[config.mk]
export PLATFORM = sky130hd
export DESIGN_NAME = spi_reg_top
export DESIGN_NICKNAME = d
export VERILOG_FILES = /design/src/rtl/spi_link_pkg.sv /design/src/rtl/spi_cmd_pkg.sv /design/src/rtl/spi_byte_link.sv /design/src/rtl/spi_word_assembler.sv /design/src/rtl/spi_cmd_regfile.sv /design/src/rtl/spi_reg_top.sv
export VERILOG_INCLUDE_DIRS = /design/src /design/src/include
export SDC_FILE = /design/constraint.sdc
export NUM_CORES = 1
export LEC_CHECK = 0
export BUFFER_PORTS_ARGS = -buffer_cell sky130_fd_sc_hd__buf_2
export CORE_MARGIN = 2
export CORE_UTILIZATION = 36
export DETAILED_ROUTE_END_ITERATION = 10
export GPL_TIMING_DRIVEN = 0
export PLACE_DENSITY = 0.54
export RECOVER_POWER = 100
export SYNTH_ARGS = -nofsm -noshare
export SYNTH_HDL_FRONTEND = slang
export SYNTH_SLANG_ARGS = --single-unit
[constraint.sdc]
create_clock -name clk -period 3.15 [get_ports clk]
set_input_delay 0.945 -clock clk [delete_from_list [all_inputs] [get_ports clk]]
set_output_delay 0.945 -clock clk [all_outputs]
set_load 0.05 [all_outputs]
[src/include/spi_reg_consts.svh]
`ifndef SPI_REG_CONSTS_SVH
`define SPI_REG_CONSTS_SVH

// Serial framing sizes
`define SPI_BYTE_W     8
`define SPI_WORD_BYTES 8
`define SPI_WORD_W     64

// Register file geometry
`define REG_COUNT  8
`define REG_ADDR_W 3

// Opcodes carried in the first byte of a command word
`define OP_WRITE 8'h01
`define OP_READ  8'h02

// Status byte of a response word
`define ST_OK    8'h00
`define ST_ERROR 8'hEE

`endif

[src/rtl/spi_link_pkg.sv]
`include "spi_reg_consts.svh"

// Types seen by the serial link layer
package spi_link_pkg;

  // One byte as it moves on copi or cipo
  // MSB goes first on the wire
  typedef logic [`SPI_BYTE_W-1:0] spi_byte_t;

  // Slot of a byte inside one 64-bit word
  // Slot 0 is the first byte of a frame
  typedef logic [$clog2(`SPI_WORD_BYTES)-1:0] byte_pos_t;

endpackage

[src/rtl/spi_cmd_pkg.sv]
`include "spi_reg_consts.svh"

// Types of the command layer
package spi_cmd_pkg;

  // Width of one register
  typedef logic [31:0] reg_data_t;

  // Received word seen as a command
  // Opcode sits in the low byte, so it is the first byte on the wire
  typedef struct packed {
    reg_data_t   data;
    logic [15:0] reserved;
    logic [7:0]  addr;
    logic [7:0]  opcode;
  } cmd_fields_t;

  // Response word, status byte leaves first
  typedef struct packed {
    reg_data_t   data;
    logic [15:0] reserved;
    logic [7:0]  addr;
    logic [7:0]  status;
  } resp_fields_t;

  // One 64-bit word with its two decodings
  typedef union packed {
    logic [`SPI_WORD_W-1:0] raw;
    cmd_fields_t            cmd;
    resp_fields_t           resp;
  } spi_word_u;

endpackage

[src/rtl/spi_byte_link.sv]
`timescale 1ns/1ps
`include "spi_reg_consts.svh"

module spi_byte_link
  import spi_link_pkg::*;
(
  input  logic      clk,
  input  logic      rst_n,
  input  logic      sck,
  input  logic      cs_n,
  input  logic      copi,
  input  spi_byte_t tx_byte,
  output logic      cipo,
  output spi_byte_t rx_byte,
  output logic      byte_valid,
  output logic      frame_active
);

  // Pin synchronizers, bit 0 is the newest sample
  logic [2:0] sck_sync;
  logic [2:0] cs_sync;
  logic [2:0] copi_sync;

  logic sck_rise;
  logic sck_fall;

  // Receive count goes up, transmit index goes down from bit 7
  logic [2:0] rx_cnt;
  logic [2:0] tx_idx;

  // First seven bits of the byte being received
  logic [`SPI_BYTE_W-2:0] rx_shift;

  // Edges seen between the two oldest sck samples
  assign sck_rise = (sck_sync[2:1] == 2'b01);
  assign sck_fall = (sck_sync[2:1] == 2'b10);

  assign frame_active = ~cs_sync[2];

  // Current transmit bit, held low outside a frame
  assign cipo = frame_active & tx_byte[tx_idx];

  always_ff @(posedge clk or negedge rst_n) begin
    if (!rst_n) begin
      sck_sync   <= 3'b000;
      // Start deselected
      cs_sync    <= 3'b111;
      copi_sync  <= 3'b000;
      rx_cnt     <= 3'd0;
      tx_idx     <= 3'd7;
      byte_valid <= 1'b0;
    end else begin
      sck_sync   <= {sck_sync[1:0], sck};
      cs_sync    <= {cs_sync[1:0], cs_n};
      copi_sync  <= {copi_sync[1:0], copi};
      byte_valid <= 1'b0;
      if (frame_active) begin
        if (sck_rise) begin
          rx_cnt     <= rx_cnt + 3'd1;
          // Eighth bit completes the byte
          byte_valid <= (rx_cnt == 3'd7);
        end
        // Wraps back to 7 for the next byte
        if (sck_fall) begin
          tx_idx <= tx_idx - 3'd1;
        end
      end else begin
        // Interrupted transfer starts over cleanly
        rx_cnt <= 3'd0;
        tx_idx <= 3'd7;
      end
    end
  end

  // Data path, MSB first
  always_ff @(posedge clk) begin
    if (frame_active && sck_rise) begin
      rx_shift <= {rx_shift[`SPI_BYTE_W-3:0], copi_sync[2]};
      if (rx_cnt == 3'd7) begin
        rx_byte <= {rx_shift, copi_sync[2]};
      end
    end
  end

endmodule

[src/rtl/spi_word_assembler.sv]
`timescale 1ns/1ps
`include "spi_reg_consts.svh"

module spi_word_assembler
  import spi_link_pkg::*;
  import spi_cmd_pkg::*;
(
  input  logic      clk,
  input  logic      rst_n,
  input  spi_byte_t rx_byte,
  input  logic      byte_valid,
  input  logic      frame_active,
  input  spi_word_u resp_word,
  output spi_byte_t tx_byte,
  output spi_word_u rx_word,
  output logic      word_valid
);

  // Slot of the byte now on the wire, both directions
  byte_pos_t byte_pos;

  // Response leaves in the same little-endian order
  assign tx_byte = resp_word.raw[byte_pos*`SPI_BYTE_W +: `SPI_BYTE_W];

  always_ff @(posedge clk or negedge rst_n) begin
    if (!rst_n) begin
      byte_pos   <= '0;
      word_valid <= 1'b0;
    end else begin
      // Last byte of the word has landed
      word_valid <= byte_valid && (byte_pos == byte_pos_t'(`SPI_WORD_BYTES - 1));
      if (!frame_active) begin
        // Each frame starts again at slot 0
        byte_pos <= '0;
      end else if (byte_valid) begin
        // Wraps to 0 after the eighth byte
        byte_pos <= byte_pos + 1'b1;
      end
    end
  end

  // New bytes enter at the top
  // First byte drifts down to bits 7:0 after eight shifts
  always_ff @(posedge clk) begin
    if (byte_valid) begin
      rx_word.raw <= {rx_byte, rx_word.raw[`SPI_WORD_W-1:`SPI_BYTE_W]};
    end
  end

endmodule

[src/rtl/spi_cmd_regfile.sv]
`timescale 1ns/1ps
`include "spi_reg_consts.svh"

module spi_cmd_regfile
  import spi_cmd_pkg::*;
(
  input  logic      clk,
  input  logic      rst_n,
  input  spi_word_u rx_word,
  input  logic      word_valid,
  output spi_word_u resp_word,
  output logic      cmd_error
);

  reg_data_t regs [`REG_COUNT];

  // Command view of the received word
  cmd_fields_t            cmd;
  logic [`REG_ADDR_W-1:0] reg_idx;
  logic                   addr_ok;
  logic                   do_write;
  logic                   do_read;
  spi_word_u              resp_next;

  assign cmd      = rx_word.cmd;
  assign reg_idx  = cmd.addr[`REG_ADDR_W-1:0];
  // Full 8-bit address checked, upper bits must be zero
  assign addr_ok  = (cmd.addr < `REG_COUNT);
  assign do_write = addr_ok && (cmd.opcode == `OP_WRITE);
  assign do_read  = addr_ok && (cmd.opcode == `OP_READ);

  // Response built through the response view
  always_comb begin
    resp_next           = '0;
    resp_next.resp.addr = cmd.addr;
    if (do_write) begin
      // Echo of the data written
      resp_next.resp.status = `ST_OK;
      resp_next.resp.data   = cmd.data;
    end else if (do_read) begin
      resp_next.resp.status = `ST_OK;
      resp_next.resp.data   = regs[reg_idx];
    end else begin
      // Bad opcode or address, data stays zero
      resp_next.resp.status = `ST_ERROR;
    end
  end

  always_ff @(posedge clk or negedge rst_n) begin
    if (!rst_n) begin
      for (int i = 0; i < `REG_COUNT; i++) begin
        regs[i] <= '0;
      end
      resp_word <= '0;
      cmd_error <= 1'b0;
    end else begin
      cmd_error <= 1'b0;
      if (word_valid) begin
        // Held until the next word
        resp_word <= resp_next;
        cmd_error <= !(do_write || do_read);
        if (do_write) begin
          regs[reg_idx] <= cmd.data;
        end
      end
    end
  end

endmodule

[src/rtl/spi_reg_top.sv]
`timescale 1ns/1ps

module spi_reg_top
  import spi_link_pkg::*;
  import spi_cmd_pkg::*;
(
  input  logic clk,
  input  logic rst_n,
  input  logic sck,
  input  logic cs_n,
  input  logic copi,
  output logic cipo,
  output logic word_valid,
  output logic cmd_error
);

  // Byte level link
  spi_byte_t rx_byte;
  spi_byte_t tx_byte;
  logic      byte_valid;
  logic      frame_active;

  // Word level, one command in and one response out
  spi_word_u rx_word;
  spi_word_u resp_word;

  spi_byte_link u_byte_link (
    .clk          (clk),
    .rst_n        (rst_n),
    .sck          (sck),
    .cs_n         (cs_n),
    .copi         (copi),
    .tx_byte      (tx_byte),
    .cipo         (cipo),
    .rx_byte      (rx_byte),
    .byte_valid   (byte_valid),
    .frame_active (frame_active)
  );

  spi_word_assembler u_word_assembler (
    .clk          (clk),
    .rst_n        (rst_n),
    .rx_byte      (rx_byte),
    .byte_valid   (byte_valid),
    .frame_active (frame_active),
    .resp_word    (resp_word),
    .tx_byte      (tx_byte),
    .rx_word      (rx_word),
    .word_valid   (word_valid)
  );

  spi_cmd_regfile u_cmd_regfile (
    .clk        (clk),
    .rst_n      (rst_n),
    .rx_word    (rx_word),
    .word_valid (word_valid),
    .resp_word  (resp_word),
    .cmd_error  (cmd_error)
  );

endmodule

==> results of run 1 <==
synth_stat cells, types with 8 or more instances:
master                     count  share of area
sky130_fd_sc_hd__o21ai_0      37          0.011
sky130_fd_sc_hd__mux2_4      119           0.10
sky130_fd_sc_hd__clkbuf_1     21         0.0045
sky130_fd_sc_hd__mux2_1        9         0.0058
sky130_fd_sc_hd__inv_1        35         0.0076
sky130_fd_sc_hd__buf_4         8         0.0035
sky130_fd_sc_hd__mux4_2       69          0.090
sky130_fd_sc_hd__dfrtp_1     312           0.45
sky130_fd_sc_hd__buf_6        15         0.0097
sky130_fd_sc_hd__edfxtp_1     79           0.14
sky130_fd_sc_hd__buf_2        15         0.0043
sky130_fd_sc_hd__mux2_2      172           0.11
sky130_fd_sc_hd__nor2_1       13         0.0028
sky130_fd_sc_hd__a22oi_1      34          0.015
sequential cells by signal, summed over array words and instances, names as in the netlist:
signal,flops
u_cmd_regfile.cmd_error,1
u_word_assembler.byte_pos,3
u_byte_link.tx_idx,3
u_word_assembler.rx_word,64
u_byte_link.cs_sync,3
u_byte_link.rx_cnt,3
u_byte_link.rx_byte,8
u_byte_link.byte_valid,1
u_cmd_regfile.regs,256
u_word_assembler.word_valid,1
u_byte_link.rx_shift,7
u_cmd_regfile.resp_word,41
u_byte_link.copi_sync,3
u_byte_link.sck_sync,3
final timing paths:
path                                        startpoint                           to  slack [ns]  depth (start not counted)
min                           u_byte_link.copi_sync[0]     u_byte_link.copi_sync[1]        0.35                          0
max reg2reg                u_word_assembler.rx_word[9]  u_cmd_regfile.resp_word[50]        0.08                          7
max in group asynchronous                        rst_n       u_byte_link.byte_valid        0.41                          1
min reg2reg                   u_byte_link.copi_sync[0]     u_byte_link.copi_sync[1]        0.35                          0
min in group asynchronous                        rst_n      u_byte_link.sck_sync[1]        1.09                          1
max                              u_byte_link.tx_idx[0]                         cipo       -0.13                          5
metrics by stage:
step           setup WS (ns)  cell area, um2  hold slack, ns  utilization
3_5_place_dp          -0.180           18300           0.335        0.383
2_1_floorplan         0.0630           17400           0.331            -
6_report              -0.132           19900           0.348        0.417
3_3_place_gp           -5.09           18200           0.332        0.381
4_1_cts               -0.141           19800           0.349        0.416
5_1_grt               -0.198           19900           0.356        0.417
power breakdown:
part,switching [uW],internal (uW)
clock network,2030,3160
logic,104,35.3
registers,10.7,5240
total,2140,8440
cell type report:
cell class / count / area, um2
inverters: 35 / 131
plain buffers: 65 / 480
well taps: 615 / 769
flip-flops and latches: 397 / 10300
clock inverters: 25 / 297
multi-input cells: 517 / 6500
fillers: 4262 / 27800
repair buffers: 20 / 180
clock buffers: 52 / 1150
metal layers:
metal	up-vias	GRT usage	wire (um)
li1	3933	-	-
met1	4966	0.241	19100
met2	131	0.254	18700
met3	53	0.0248	1400
met4	0	0.0348	691
met5	-	0	0
worst register-to-register path: stages (launching register included):
cell and delay [ns]:
sky130_fd_sc_hd__edfxtp_1 0.39, sky130_fd_sc_hd__buf_2 0.26, sky130_fd_sc_hd__buf_2 0.38, sky130_fd_sc_hd__clkdlybuf4s15_1 0.79, sky130_fd_sc_hd__mux4_2 0.44, sky130_fd_sc_hd__mux2_2 0.32, sky130_fd_sc_hd__a22oi_1 0.21, sky130_fd_sc_hd__o21ai_0 0.13
kinds of logic (layout without fill, tap and decap cells):
kind of cell,count (synthesis),after routing
DFF,397,397
adders and majority gates,5,5
AOI/OAI and AO/OA,86,86
muxes,376,376
xor gates and xnor gates,4,4
buffers and inverters,102,197
and+or+nand+nor,46,46
timing repair:
| item | 4_1_cts | 5_1_grt |
|---|---|---|
| pin swaps | 3 | 2 |
| setup endpoints to repair | 1 | 4 |
| buffers inserted | 8 | 2 |
| gates resized for setup | 25 | 8 |
==> flow_summary.rst, run 1 <==
.. list-table::
   :header-rows: 1

   * - Metric
     - Value
   * - Core area
     - around 48,000 um2
   * - Total of endpoints with negative setup slack in the final report
     - 1
   * - Area overhead of the layout relative to synthesis
     - 14.4%
   * - MaxCap Viol Count
     - 2
   * - P per Cell Area
     - 533 nW/um2
   * - Final wirelength
     - ~40,000 um
   * - Count of final hold-check violations
     - 0
   * - Cell with the biggest individual delay on the critical path
     - sky130_fd_sc_hd__dfstp_2
   * - Dominant delay contributor by cell family on the critical path
     - flip-flops
   * - Fmax achieved
     - around 300 MHz
   * - Setup repair after global routing missed its margin
     - yes
   * - Warning count from the yosys run
     - 0
   * - Overall via count from detail_route
     - roughly 9,100
   * - Final #Nets
     - about 1,100
   * - Slew at the pin closest to its max-slew limit
     - 2.33 ns
   * - Startpoint type of the worst setup path
     - register
   * - Cell Chain, Critical Path
     - buf_8 -> mux4_2 -> a311oi_2 -> o22ai_2 -> buf_6
   * - CTS tree
     - done
   * - Routability Congestion
     - between 0.8 and 0.9
   * - Sink count of the clock tree
     - roughly 400
   * - Count of inserted antenna diode cells
     - 0
   * - Netlist area before placement
     - about 17,000 um2
   * - Start-to-end type of the worst setup path
     - register to output pin
   * - Peak supply drop
     - 0.461 mV
   * - Clock H-tree levels
     - 2
   * - Net count after synthesis
     - between 1,000 and 1,500
   * - Total I/O pin count
     - 8
   * - WL per Instance
     - about 23 um
   * - Dominant combinational cell family by area after synthesis
     - multiplexers
   * - Worst path bufs/invs
     - 2
   * - First DRT Iteration DRCs
     - 667
   * - Power consumption
     - between 10,000 and 15,000 uW
   * - Synth Area in XOR/XNOR
     - 0.00202
   * - Vias per std cell
     - approximately 5.3
   * - Slew Limit Headroom
     - -0.553
   * - Data arrival time of the worst path
     - approximately 2.3 ns
   * - Clock buffers created by TritonCTS
     - 42
   * - Number of global-route vias before repair
     - approximately 9,500
   * - Number of placed instances, taps included
     - ~1,600
   * - Multiplexer area fraction after synthesis
     - 0.314
   * - Slew Limit Fails
     - 154
   * - Hold_buf cts
     - 0
   * - Fraction of layout instances using a drive strength above 1
     - 0.464
   * - Proportion of synthesized chip area in sequential cells
     - 0.596
   * - Die area
     - between 40,000 and 50,000 um2
   * - Violated checks
     - capacitance limit, slew limit, setup timing
   * - Share of synthesized flip-flops with an asynchronous set or reset
     - 0.801
   * - Register bit total from synthesis
     - 397
   * - Post-synthesis simple-gate area fraction
     - 0.0190
   * - Data required time at the worst endpoint
     - 2.20 ns
   * - Final critical delay including setup and external delays
     - about 3.3 ns
   * - Class of the worst hold path
     - register to register
   * - Cell count after synthesis
     - around 1,000
   * - Mean area per synthesized cell
     - around 17 um2
   * - Fraction of the mapped netlist area in compound gates
     - 0.0316
   * - Commonest non-fill, non-tap cell in the layout
     - sky130_fd_sc_hd__dfrtp_1
   * - Overflow left after global routing
     - 0
   * - Delay of the slowest critical-path stage
     - ~0.6 ns
   * - Clock slew seen by the registers of the worst setup and hold paths
     - 0.06 ns
   * - Post-synthesis share of cell area spent on full adders, half adders and majority gates
     - 0.00360
   * - Number of non-filler instances in the completed layout
     - approximately 1,700
   * - Half-perimeter wire length after detailed placement
     - roughly 25,000 um
   * - Die width
     - ~220 um
   * - Global-route wire length before repair
     - roughly 60,000 um
   * - Count of different cell masters after synthesis
     - 45
   * - Final clock period utilization by the worst path
     - 1.04
   * - Number of buffer cells added on primary ports
     - 7
   * - Clock insertion delay at the later pin of the skew report
     - about 0.55 ns
   * - Ys flop type
     - sky130_fd_sc_hd__dfrtp_1
   * - Initial standard-cell utilization of the core
     - 0.364
   * - Number of flops mapped to enable cells by yosys
     - 79
   * - DRC violations left
     - 0
   * - Post-Route Setup TNS
     - -0.132 ns
   * - Number of nets with antenna violations after routing
     - 0
   * - Pre-Repair DR Iteration Count
     - 5
   * - Clock Skews
     - around 0.029 ns
   * - FP Rows
     - 80
   * - CP max FO
     - 8
   * - Kind of end point of the critical path
     - output pin
   * - Static Leak
     - about 0.0091 uW
   * - Overall track demand over capacity in global routing
     - 0.163
   * - Commonest cells after routing, fill and taps aside
     - sky130_fd_sc_hd__dfrtp_1, sky130_fd_sc_hd__mux2_2, sky130_fd_sc_hd__mux2_4, sky130_fd_sc_hd__edfxtp_1, sky130_fd_sc_hd__mux4_2
   * - Number of antenna violations at the first check in global routing
     - 0
   * - Clock tree root buffer cell
     - sky130_fd_sc_hd__clkbuf_16
   * - Post-route worst setup slack
     - -0.132 ns
   * - Vertical die dimension
     - 224 um
   * - Status
     - complete, but fails checks
   * - Maximum buffer depth of the clock tree
     - 3
   * - Largest net degree at the start of global routing
     - 120
No activity file was read; power rests on OpenSTA's default activity.
==> run 2, diff against run 1 <==
--- a/config.mk
+++ b/config.mk
@@ -7,11 +7,13 @@
 export NUM_CORES = 1
 export LEC_CHECK = 0
 export BUFFER_PORTS_ARGS = -buffer_cell sky130_fd_sc_hd__buf_2
+export CELL_PAD_IN_SITES_DETAIL_PLACEMENT = 0
+export CELL_PAD_IN_SITES_GLOBAL_PLACEMENT = 1
 export CORE_MARGIN = 2
 export CORE_UTILIZATION = 36
 export DETAILED_ROUTE_END_ITERATION = 10
 export GPL_TIMING_DRIVEN = 0
-export PLACE_DENSITY = 0.54
+export PLACE_DENSITY = 0.6
 export RECOVER_POWER = 100
 export SYNTH_ARGS = -nofsm -noshare
 export SYNTH_HDL_FRONTEND = slang
==> constraint.sdc (replaced) <==
create_clock -name clk -period 3.8 [get_ports clk]
set_input_delay 1.14 -clock clk [delete_from_list [all_inputs] [get_ports clk]]
set_output_delay 1.14 -clock clk [all_outputs]
set_load 0.05 [all_outputs]
==> run 2 against run 1 <==
  * The flow finishes with violations (capacitance limit, slew limit)
  * First-iteration DRC count down 12%
  * Total power down 17%
  * Sequential power down 17%
  * Worst hold slack about the same
  * Setup slack better by 0.27 ns
  * Clock power down 16%
  * Design area down 3.7%
  * Routed wire length up 0.16%
  * Final cell count down 0.29%
  * Register-to-register slack better by 0.35 ns
  * Via count down 2.4%
==> flow_summary.rst, run 2 (synthesis gave the netlist of run 1 again) <==
.. list-table::
   :header-rows: 1

   * - Metric
     - Value
   * - Status
     - complete, but fails checks
   * - Violated checks
     - capacitance limit, slew limit
   * - Met3 track demand over resource
     - 0.0308
   * - Number of setup buffers added after CTS
     - 0
   * - FF-to-FF Start
     - u_word_assembler.rx_word[15]
   * - Static Leak
     - approximately 0.0087 uW
   * - Count of final hold-check violations
     - 0
   * - Busiest layer in global routing
     - met2
   * - Number of global-route vias before repair
     - 9,501
   * - Fmax achieved
     - roughly 270 MHz
   * - Combinational cell fraction of total power
     - 0.012
   * - Initial standard-cell utilization of the core
     - 0.364
   * - Clock slew seen by the registers of the worst setup and hold paths
     - 0.06 ns
   * - Switching share of total power
     - 0.209
   * - Number of non-filler instances in the completed layout
     - 1,721
   * - Hold slack
     - 0.348 ns
   * - Met1 Resource Use GR
     - 0.249
   * - Commonest non-fill, non-tap cell in the layout
     - sky130_fd_sc_hd__dfrtp_1
   * - Start-to-end type of the worst setup path
     - register to output pin
   * - Vertical die dimension
     - roughly 220 um
   * - Fraction of layout instances using a drive strength above 1
     - 0.313
   * - Data arrival time of the worst path
     - around 2.5 ns
   * - First DRT Iteration DRCs
     - approximately 590
   * - Cell depth of the worst flop-to-flop path
     - 8
   * - Net switching power
     - 1850 uW
   * - Total of endpoints with negative setup slack in the final report
     - 0
   * - Area after DPL
     - between 15,000 and 20,000 um2
   * - Overall track demand over capacity in global routing
     - 0.166
   * - Overall via count from detail_route
     - roughly 9,000
   * - Number of antenna violations at the first check in global routing
     - 0
   * - Global-route wire length before repair
     - slightly above 60,000 um
   * - Largest net degree at the start of global routing
     - between 100 and 150
   * - Core area
     - approximately 48,000 um2
   * - FP Rows
     - 80
   * - Slew at the pin closest to its max-slew limit
     - around 2.7 ns
   * - Clock Skews
     - roughly 0.024 ns
   * - Final standard cell utilization of the core
     - 0.401
   * - Die width
     - between 200 and 250 um
   * - P per Cell Area
     - between 400 and 500 nW/um2
   * - Maximum buffer depth of the clock tree
     - 3
   * - Sink count of the clock tree
     - about 400
   * - Number of placed instances, taps included
     - ~1,600
   * - Pre-Repair DR Iteration Count
     - 4
   * - Clock insertion delay at the later pin of the skew report
     - roughly 0.58 ns
   * - Slew Limit Headroom
     - -0.790
   * - Total I/O pin count
     - 8
   * - Number of buffer cells added on primary ports
     - 7
   * - Data required time at the worst endpoint
     - around 2.7 ns
   * - Final critical delay including setup and external delays
     - between 3 and 4 ns
   * - Clock buffers created by TritonCTS
     - 43
   * - Die area
     - about 50,000 um2
   * - DRC violations left
     - 0
   * - Timing endpoint of the critical path
     - cipo
   * - Met2 track demand over resource in global routing
     - 0.251
   * - Top Registers
     - u_cmd_regfile.regs: 256 flops, u_word_assembler.rx_word: 64 flops, u_cmd_regfile.resp_word: 41 flops
   * - Capture instance of the worst register-to-register path
     - u_cmd_regfile.regs[239]
   * - Kind of end point of the critical path
     - output pin
   * - Class of the worst hold path
     - register to register
   * - Count of inserted antenna diode cells
     - 0
   * - Sequential share of power
     - 0.493
   * - Half-perimeter wire length after detailed placement
     - ~25,000 um
   * - Register with the most flip-flops
     - u_cmd_regfile.regs
   * - Final clock period utilization by the worst path
     - 0.962
   * - CTS tree
     - done
   * - Number of nets with antenna violations after routing
     - 0
   * - Clock tree root buffer cell
     - sky130_fd_sc_hd__clkbuf_16
   * - Setup repair after global routing missed its margin
     - no
   * - Peak supply drop
     - approximately 0.33 mV
   * - Slew Limit Fails
     - 161
   * - CP max FO
     - 8
   * - MaxCap Viol Count
     - 2
   * - Routability Congestion
     - 0.747
   * - Critical Path Start
     - u_word_assembler.byte_pos[0]
   * - Design Area, Final
     - approximately 19,000 um2
   * - Internal power component
     - around 7000 uW
   * - Clock H-tree levels
     - 2
   * - Number of flip-flops in the largest register
     - 256
   * - Vias per std cell
     - around 5.2
   * - Area overhead of the layout relative to synthesis
     - 10.2%
   * - WL per Instance
     - between 20 and 25 um
   * - Commonest cells after routing, fill and taps aside
     - sky130_fd_sc_hd__dfrtp_1, sky130_fd_sc_hd__mux2_2, sky130_fd_sc_hd__mux2_1, sky130_fd_sc_hd__edfxtp_1, sky130_fd_sc_hd__mux4_2
   * - Final wirelength
     - 40,000 um
   * - Reg-to-reg slack, setup
     - around 0.43 ns
   * - Number of fill cells in the layout
     - about 4,400
   * - Overflow left after global routing
     - 0
   * - Final #Nets
     - ~1,100
   * - Clock Power Share
     - 0.495
   * - Startpoint type of the worst setup path
     - register
[run 2: cell types whose count changed in the layout (fill, tap and decap cells not counted), sizes merged]
cell and change:
clkinv -3, clkdlybuf4s15 -1, clkinvlp +1, buf -49
bufinv -1, inv +1, clkbuf +47
[run 2: worst min path at each step]
stage,cells after the start,startpoint,slack (ns),end
finish,0,u_byte_link.cs_sync[1],0.35,u_byte_link.cs_sync[2]
global route,0,u_byte_link.cs_sync[1],0.35,u_byte_link.cs_sync[2]
CTS,0,u_byte_link.cs_sync[1],0.35,u_byte_link.cs_sync[2]
global placement,0,u_byte_link.copi_sync[1],0.33,u_byte_link.copi_sync[2]
detailed placement,0,u_byte_link.cs_sync[1],0.35,u_byte_link.cs_sync[2]
floorplan,0,u_byte_link.copi_sync[0],0.33,u_byte_link.copi_sync[1]
[run 2: metal layers]
layer / up-vias / wire (um)
met1: 4776 / 19900
met4: 0 / 720
li1: 3925 / -
met5: - / 0
met3: 58 / 1330
met2: 106 / 18000
[run 2: area by class of cell]
type	count	area [um2]	area share
clock inverters	23	282	0.0147
multi-input cells	517	6030	0.315
well taps	615	769	0.0402
repair buffers	10	95.1	0.00497
plain buffers	67	287	0.0150
flip-flops and latches	397	10300	0.541
clock buffers	57	1190	0.0622
inverters	35	131	0.00687
[run 2: metrics by stage]
step                      total power (uW)  setup WS (ns)  TNS (ns)
after floorplan                       4450          0.518         0
final                                 8840          0.143         0
after detailed placement              4540          0.212         0
after CTS                             8970         0.0274         0
after global routing                  9150        0.00691         0
after global placement                4530          -4.67  -1456.05
[run 2: worst max-delay path, cell delays in order, from the launching register on]
cell and delay (ns):
sky130_fd_sc_hd__dfrtp_1 0.35, sky130_fd_sc_hd__clkbuf_4 0.24, sky130_fd_sc_hd__mux2_2 0.37, sky130_fd_sc_hd__a211oi_1 0.25, sky130_fd_sc_hd__a211oi_1 0.08, sky130_fd_sc_hd__a311oi_1 0.27, sky130_fd_sc_hd__o22ai_1 0.17, sky130_fd_sc_hd__buf_4 0.22
[run 2: power by group through the flow]
stage | clock network (uW) | registers, uW | logic, uW
final | 4380 | 4350 | 105
after CTS | 4510 | 4350 | 109
after detailed placement | 0 | 4430 | 108
after global placement | 0 | 4430 | 98.0
after global routing | 4680 | 4350 | 124
after floorplan | 0 | 4430 | 20.5
[run 2: repair_timing]
action | in CTS | in global routing
hold endpoints to repair | 0 | 0
pin swaps | 0 | 0
endpoints found under the setup margin | 1 | 1
resized for setup | 5 | 13
hold buffers | 0 | 0
==> run 3, diff against run 2 <==
--- a/config.mk
+++ b/config.mk
@@ -17,4 +17,5 @@
 export RECOVER_POWER = 100
 export SYNTH_ARGS = -nofsm -noshare
 export SYNTH_HDL_FRONTEND = slang
+export SYNTH_HIERARCHICAL = 1
 export SYNTH_SLANG_ARGS = --single-unit
==> run 3 against run 2 <==
  * The run ends with capacitance limit, slew limit, setup timing left
  * Final cell count increased by 1.9%
  * Global-route usage about the same
  * Clock skew fell by 0.0017 ns
  * Non-clock buffer count grew 26
  * Register-to-register slack improved by 0.07 ns
  * Worst hold slack worse by 0.00088 ns
  * Combinational power increased by 13%
  * First-iteration DRC count is 32% lower
  * Sequential power is essentially flat
  * Setup slack lost 0.43 ns
  * Highest routed layer unchanged
==> flow_summary.rst, run 3 <==
.. list-table::
   :header-rows: 1

   * - Metric
     - Value
   * - Class of the worst hold path
     - register to register
   * - Peak supply drop
     - ~0.33 mV
   * - Kind of end point of the critical path
     - output pin
   * - FF-to-FF Start
     - u_word_assembler/rx_word[14]
   * - Routability Congestion
     - 0.718
   * - Total of endpoints with negative setup slack in the final report
     - 1
   * - Register bit total from synthesis
     - between 300 and 400
   * - Proportion of synthesized chip area in sequential cells
     - 0.604
   * - Clock H-tree levels
     - 2
   * - Area of the multi-input gates
     - roughly 6300 um2
   * - WL per Instance
     - 22.3 um
   * - Storage element area
     - 10,300 um2
   * - Critical Path Start
     - u_word_assembler/byte_pos[0]
   * - Hold slack
     - ~0.35 ns
   * - Post-Route Setup TNS
     - -0.289 ns
   * - Power consumption
     - 8660 uW
   * - Clock slew seen by the registers of the worst setup and hold paths
     - ~0.06 ns
   * - Post-route worst setup slack
     - -0.289 ns
   * - Share of Yosys cell area claimed by the top area cell type
     - 0.456
   * - Sink count of the clock tree
     - around 400
   * - Slew Limit Fails
     - 36
   * - Overall track demand over capacity in global routing
     - 0.166
   * - Fraction of layout instances using a drive strength above 1
     - 0.399
   * - Top post-synthesis cells by count
     - sky130_fd_sc_hd__dfrtp_1, sky130_fd_sc_hd__mux2_2, sky130_fd_sc_hd__edfxtp_1
   * - Die area
     - 49,300 um2
   * - Final clock period utilization by the worst path
     - 1.08
   * - Most common cell in the netlist
     - sky130_fd_sc_hd__dfrtp_1
   * - Library cell with the largest summed area after synthesis
     - sky130_fd_sc_hd__dfrtp_1
   * - DRC violations left
     - 0
   * - Largest net degree at the start of global routing
     - 103
   * - First DRT Iteration DRCs
     - between 300 and 400
   * - Cell count after synthesis
     - approximately 1,000
   * - Final critical delay including setup and external delays
     - about 4.1 ns
   * - Clock Skews
     - 0.0224 ns
   * - Clock insertion delay at the later pin of the skew report
     - between 0.5 and 0.6 ns
   * - FP Rows
     - 79
   * - MaxCap Viol Count
     - 1
   * - Die width
     - roughly 220 um
   * - P per Cell Area
     - around 450 nW/um2
   * - Final standard cell utilization of the core
     - 0.415
   * - Number of non-filler instances in the completed layout
     - between 1,500 and 2,000
   * - Top Registers
     - u_cmd_regfile/regs: 256 flops, u_word_assembler/rx_word: 64 flops, u_cmd_regfile/resp_word: 41 flops
   * - Data required time at the worst endpoint
     - 2.66 ns
   * - Count of different cell masters after synthesis
     - 41
   * - Worst path bufs/invs
     - 3
   * - Fmax achieved
     - 245 MHz
   * - CP max FO
     - 8
   * - Setup repair after global routing missed its margin
     - yes
   * - Register with the most flip-flops
     - u_cmd_regfile/regs
   * - Vias per std cell
     - ~5
   * - Final #Nets
     - 1,119
   * - Slew Limit Headroom
     - -0.385
   * - Clock buffers created by TritonCTS
     - 45
   * - Count of final hold-check violations
     - 0
   * - Cell with the biggest individual delay on the critical path
     - sky130_fd_sc_hd__mux4_2
   * - Dominant delay contributor by cell family on the critical path
     - multiplexers
   * - Mean area per synthesized cell
     - about 17 um2
   * - Share of synthesized flip-flops with an asynchronous set or reset
     - 0.801
   * - Start-to-end type of the worst setup path
     - register to output pin
   * - Reg-to-reg slack, setup
     - around 0.50 ns
   * - Number of fill cells in the layout
     - about 4,300
   * - Final wirelength
     - 39,200 um
   * - Capture instance of the worst register-to-register path
     - u_cmd_regfile/regs[112]
   * - Data arrival time of the worst path
     - about 3.0 ns
   * - Startpoint type of the worst setup path
     - register
   * - Number of antenna violations at the first check in global routing
     - 3
   * - Delay of the slowest critical-path stage
     - slightly above 0.5 ns
   * - Pre-Repair DR Iteration Count
     - 4
   * - Status
     - complete, but fails checks
   * - Number of nets with antenna violations after routing
     - 0
   * - Global-route wire length before repair
     - a little over 60,000 um
   * - Maximum buffer depth of the clock tree
     - 3
   * - Clock tree root buffer cell
     - sky130_fd_sc_hd__clkbuf_16
   * - Commonest cells after routing, fill and taps aside
     - sky130_fd_sc_hd__dfrtp_1, sky130_fd_sc_hd__mux2_2, sky130_fd_sc_hd__edfxtp_1, sky130_fd_sc_hd__mux4_2, sky130_fd_sc_hd__clkbuf_1
   * - Static Leak
     - about 0.0088 uW
   * - Number of flops mapped to enable cells by yosys
     - 79
   * - Slew at the pin closest to its max-slew limit
     - slightly above 2 ns
   * - Warning count from the yosys run
     - 6
   * - Core area
     - 46,800 um2
   * - Total I/O pin count
     - 8
   * - Cell depth of the worst flop-to-flop path
     - 5
   * - Commonest non-fill, non-tap cell in the layout
     - sky130_fd_sc_hd__dfrtp_1
   * - Overflow left after global routing
     - 0
   * - Overall via count from detail_route
     - 8,926
   * - Netlist area before placement
     - around 17,000 um2
   * - Vertical die dimension
     - ~220 um
   * - Number of flip-flops in the largest register
     - 256
   * - Half-perimeter wire length after detailed placement
     - ~25,000 um
   * - Number of global-route vias before repair
     - around 10,000
   * - CTS tree
     - done
   * - Violated checks
     - capacitance limit, slew limit, setup timing
   * - Timing endpoint of the critical path
     - cipo
   * - Initial standard-cell utilization of the core
     - 0.366
   * - Cell Chain, Critical Path
     - buf_6 -> buf_12 -> mux4_2 -> mux2_2 -> mux4_2 -> o22ai_2 -> a311oi_2 -> buf_6
   * - Cell types occupying the most area after synthesis
     - sky130_fd_sc_hd__dfrtp_1, sky130_fd_sc_hd__mux2_2, sky130_fd_sc_hd__edfxtp_1, sky130_fd_sc_hd__mux4_2, sky130_fd_sc_hd__mux4_1
   * - Hold_buf cts
     - 0
   * - Ys flop type
     - sky130_fd_sc_hd__dfrtp_1
   * - Area overhead of the layout relative to synthesis
     - 13.5%
   * - Number of buffer cells added on primary ports
     - 7
   * - Number of placed instances, taps included
     - 1,662
   * - Number of cells on the critical path
     - 8
run 3: cell types whose count changed after synthesis, moves of 9 or more:
cell / delta
sky130_fd_sc_hd__mux2_4: -119
sky130_fd_sc_hd__mux2_2: +90
sky130_fd_sc_hd__a22oi_1: -34
sky130_fd_sc_hd__inv_1: -32
sky130_fd_sc_hd__nor2b_1: +31
sky130_fd_sc_hd__mux2i_1: +30
sky130_fd_sc_hd__a21oi_1: +29
sky130_fd_sc_hd__mux4_1: +17
sky130_fd_sc_hd__buf_4: +15
sky130_fd_sc_hd__buf_2: +13
sky130_fd_sc_hd__buf_6: -11
sky130_fd_sc_hd__nor2_1: -9
run 3: cell type report:
cell class	count	area share
Antenna cell	1	0.000129
Buffer	85	0.0229
Clock buffer	58	0.0615
Clock inverter	26	0.0117
Inverter	4	0.000773
Multi-Input combinational cell	558	0.324
Sequential cell	397	0.532
Tap cell	607	0.0391
Timing Repair Buffer	18	0.00722
run 3: worst min path at each step:
| stage | from | endpoint | slack, ns | depth (start not counted) |
|---|---|---|---|---|
| after floorplan | u_byte_link/copi_sync[0] | u_byte_link/copi_sync[1] | 0.33 | 0 |
| after global placement | u_byte_link/sck_sync[0] | u_byte_link/sck_sync[1] | 0.34 | 0 |
| after detailed placement | u_byte_link/sck_sync[0] | u_byte_link/sck_sync[1] | 0.34 | 0 |
| after CTS | u_byte_link/sck_sync[0] | u_byte_link/sck_sync[1] | 0.35 | 0 |
| after global routing | u_byte_link/sck_sync[0] | u_byte_link/sck_sync[1] | 0.35 | 0 |
| final | u_byte_link/sck_sync[0] | u_byte_link/sck_sync[1] | 0.35 | 0 |
run 3: metal layers:
layer / vias up / track usage / routed length, um
li1: 4007 / - / -
met1: 4725 / 0.232 / 18600
met2: 128 / 0.261 / 18300
met3: 66 / 0.0299 / 1400
met4: 0 / 0.0558 / 897
met5: - / 0 / 0
run 3: timing repair:
action                                  in CTS  in global routing
gates resized for setup                     14                  3
buffers inserted                             4                  3
endpoints found under the hold margin        0                  0
pin swaps                                    2                  1
endpoints found under the setup margin       1                  1
run 3: kinds of logic (layout without fill, tap and decap cells):
group / after synthesis / after routing / share of synthesized area
flip-flops: 397 / 397 / 0.604
AND/OR/NAND/NOR: 71 / 71 / 0.0276
XOR/XNOR: 4 / 4 / 0.00205
AO/OA/AOI/OAI: 68 / 68 / 0.0205
buffers and inverters: 89 / 191 / 0.0293
other: 1 / 19 / 0.000219
adder cells (fa/ha/maj): 5 / 5 / 0.00366
multiplexers: 392 / 392 / 0.312
run 3: stage by stage:
stage	cell area [um2]	setup WS [ns]
6_report	19400	-0.289
5_1_grt	19400	-0.359
4_1_cts	19500	-0.367
3_5_place_dp	18100	-0.0976
3_3_place_gp	18000	-4.85
2_1_floorplan	17200	0.0198
run 3: power by group:
group / total (uW) / internal (uW) / switching [uW]
sequential: 4360 / 4350 / 7.71
clock: 4190 / 2440 / 1750
combinational: 119 / 32.0 / 86.8
total: 8660 / 6820 / 1850
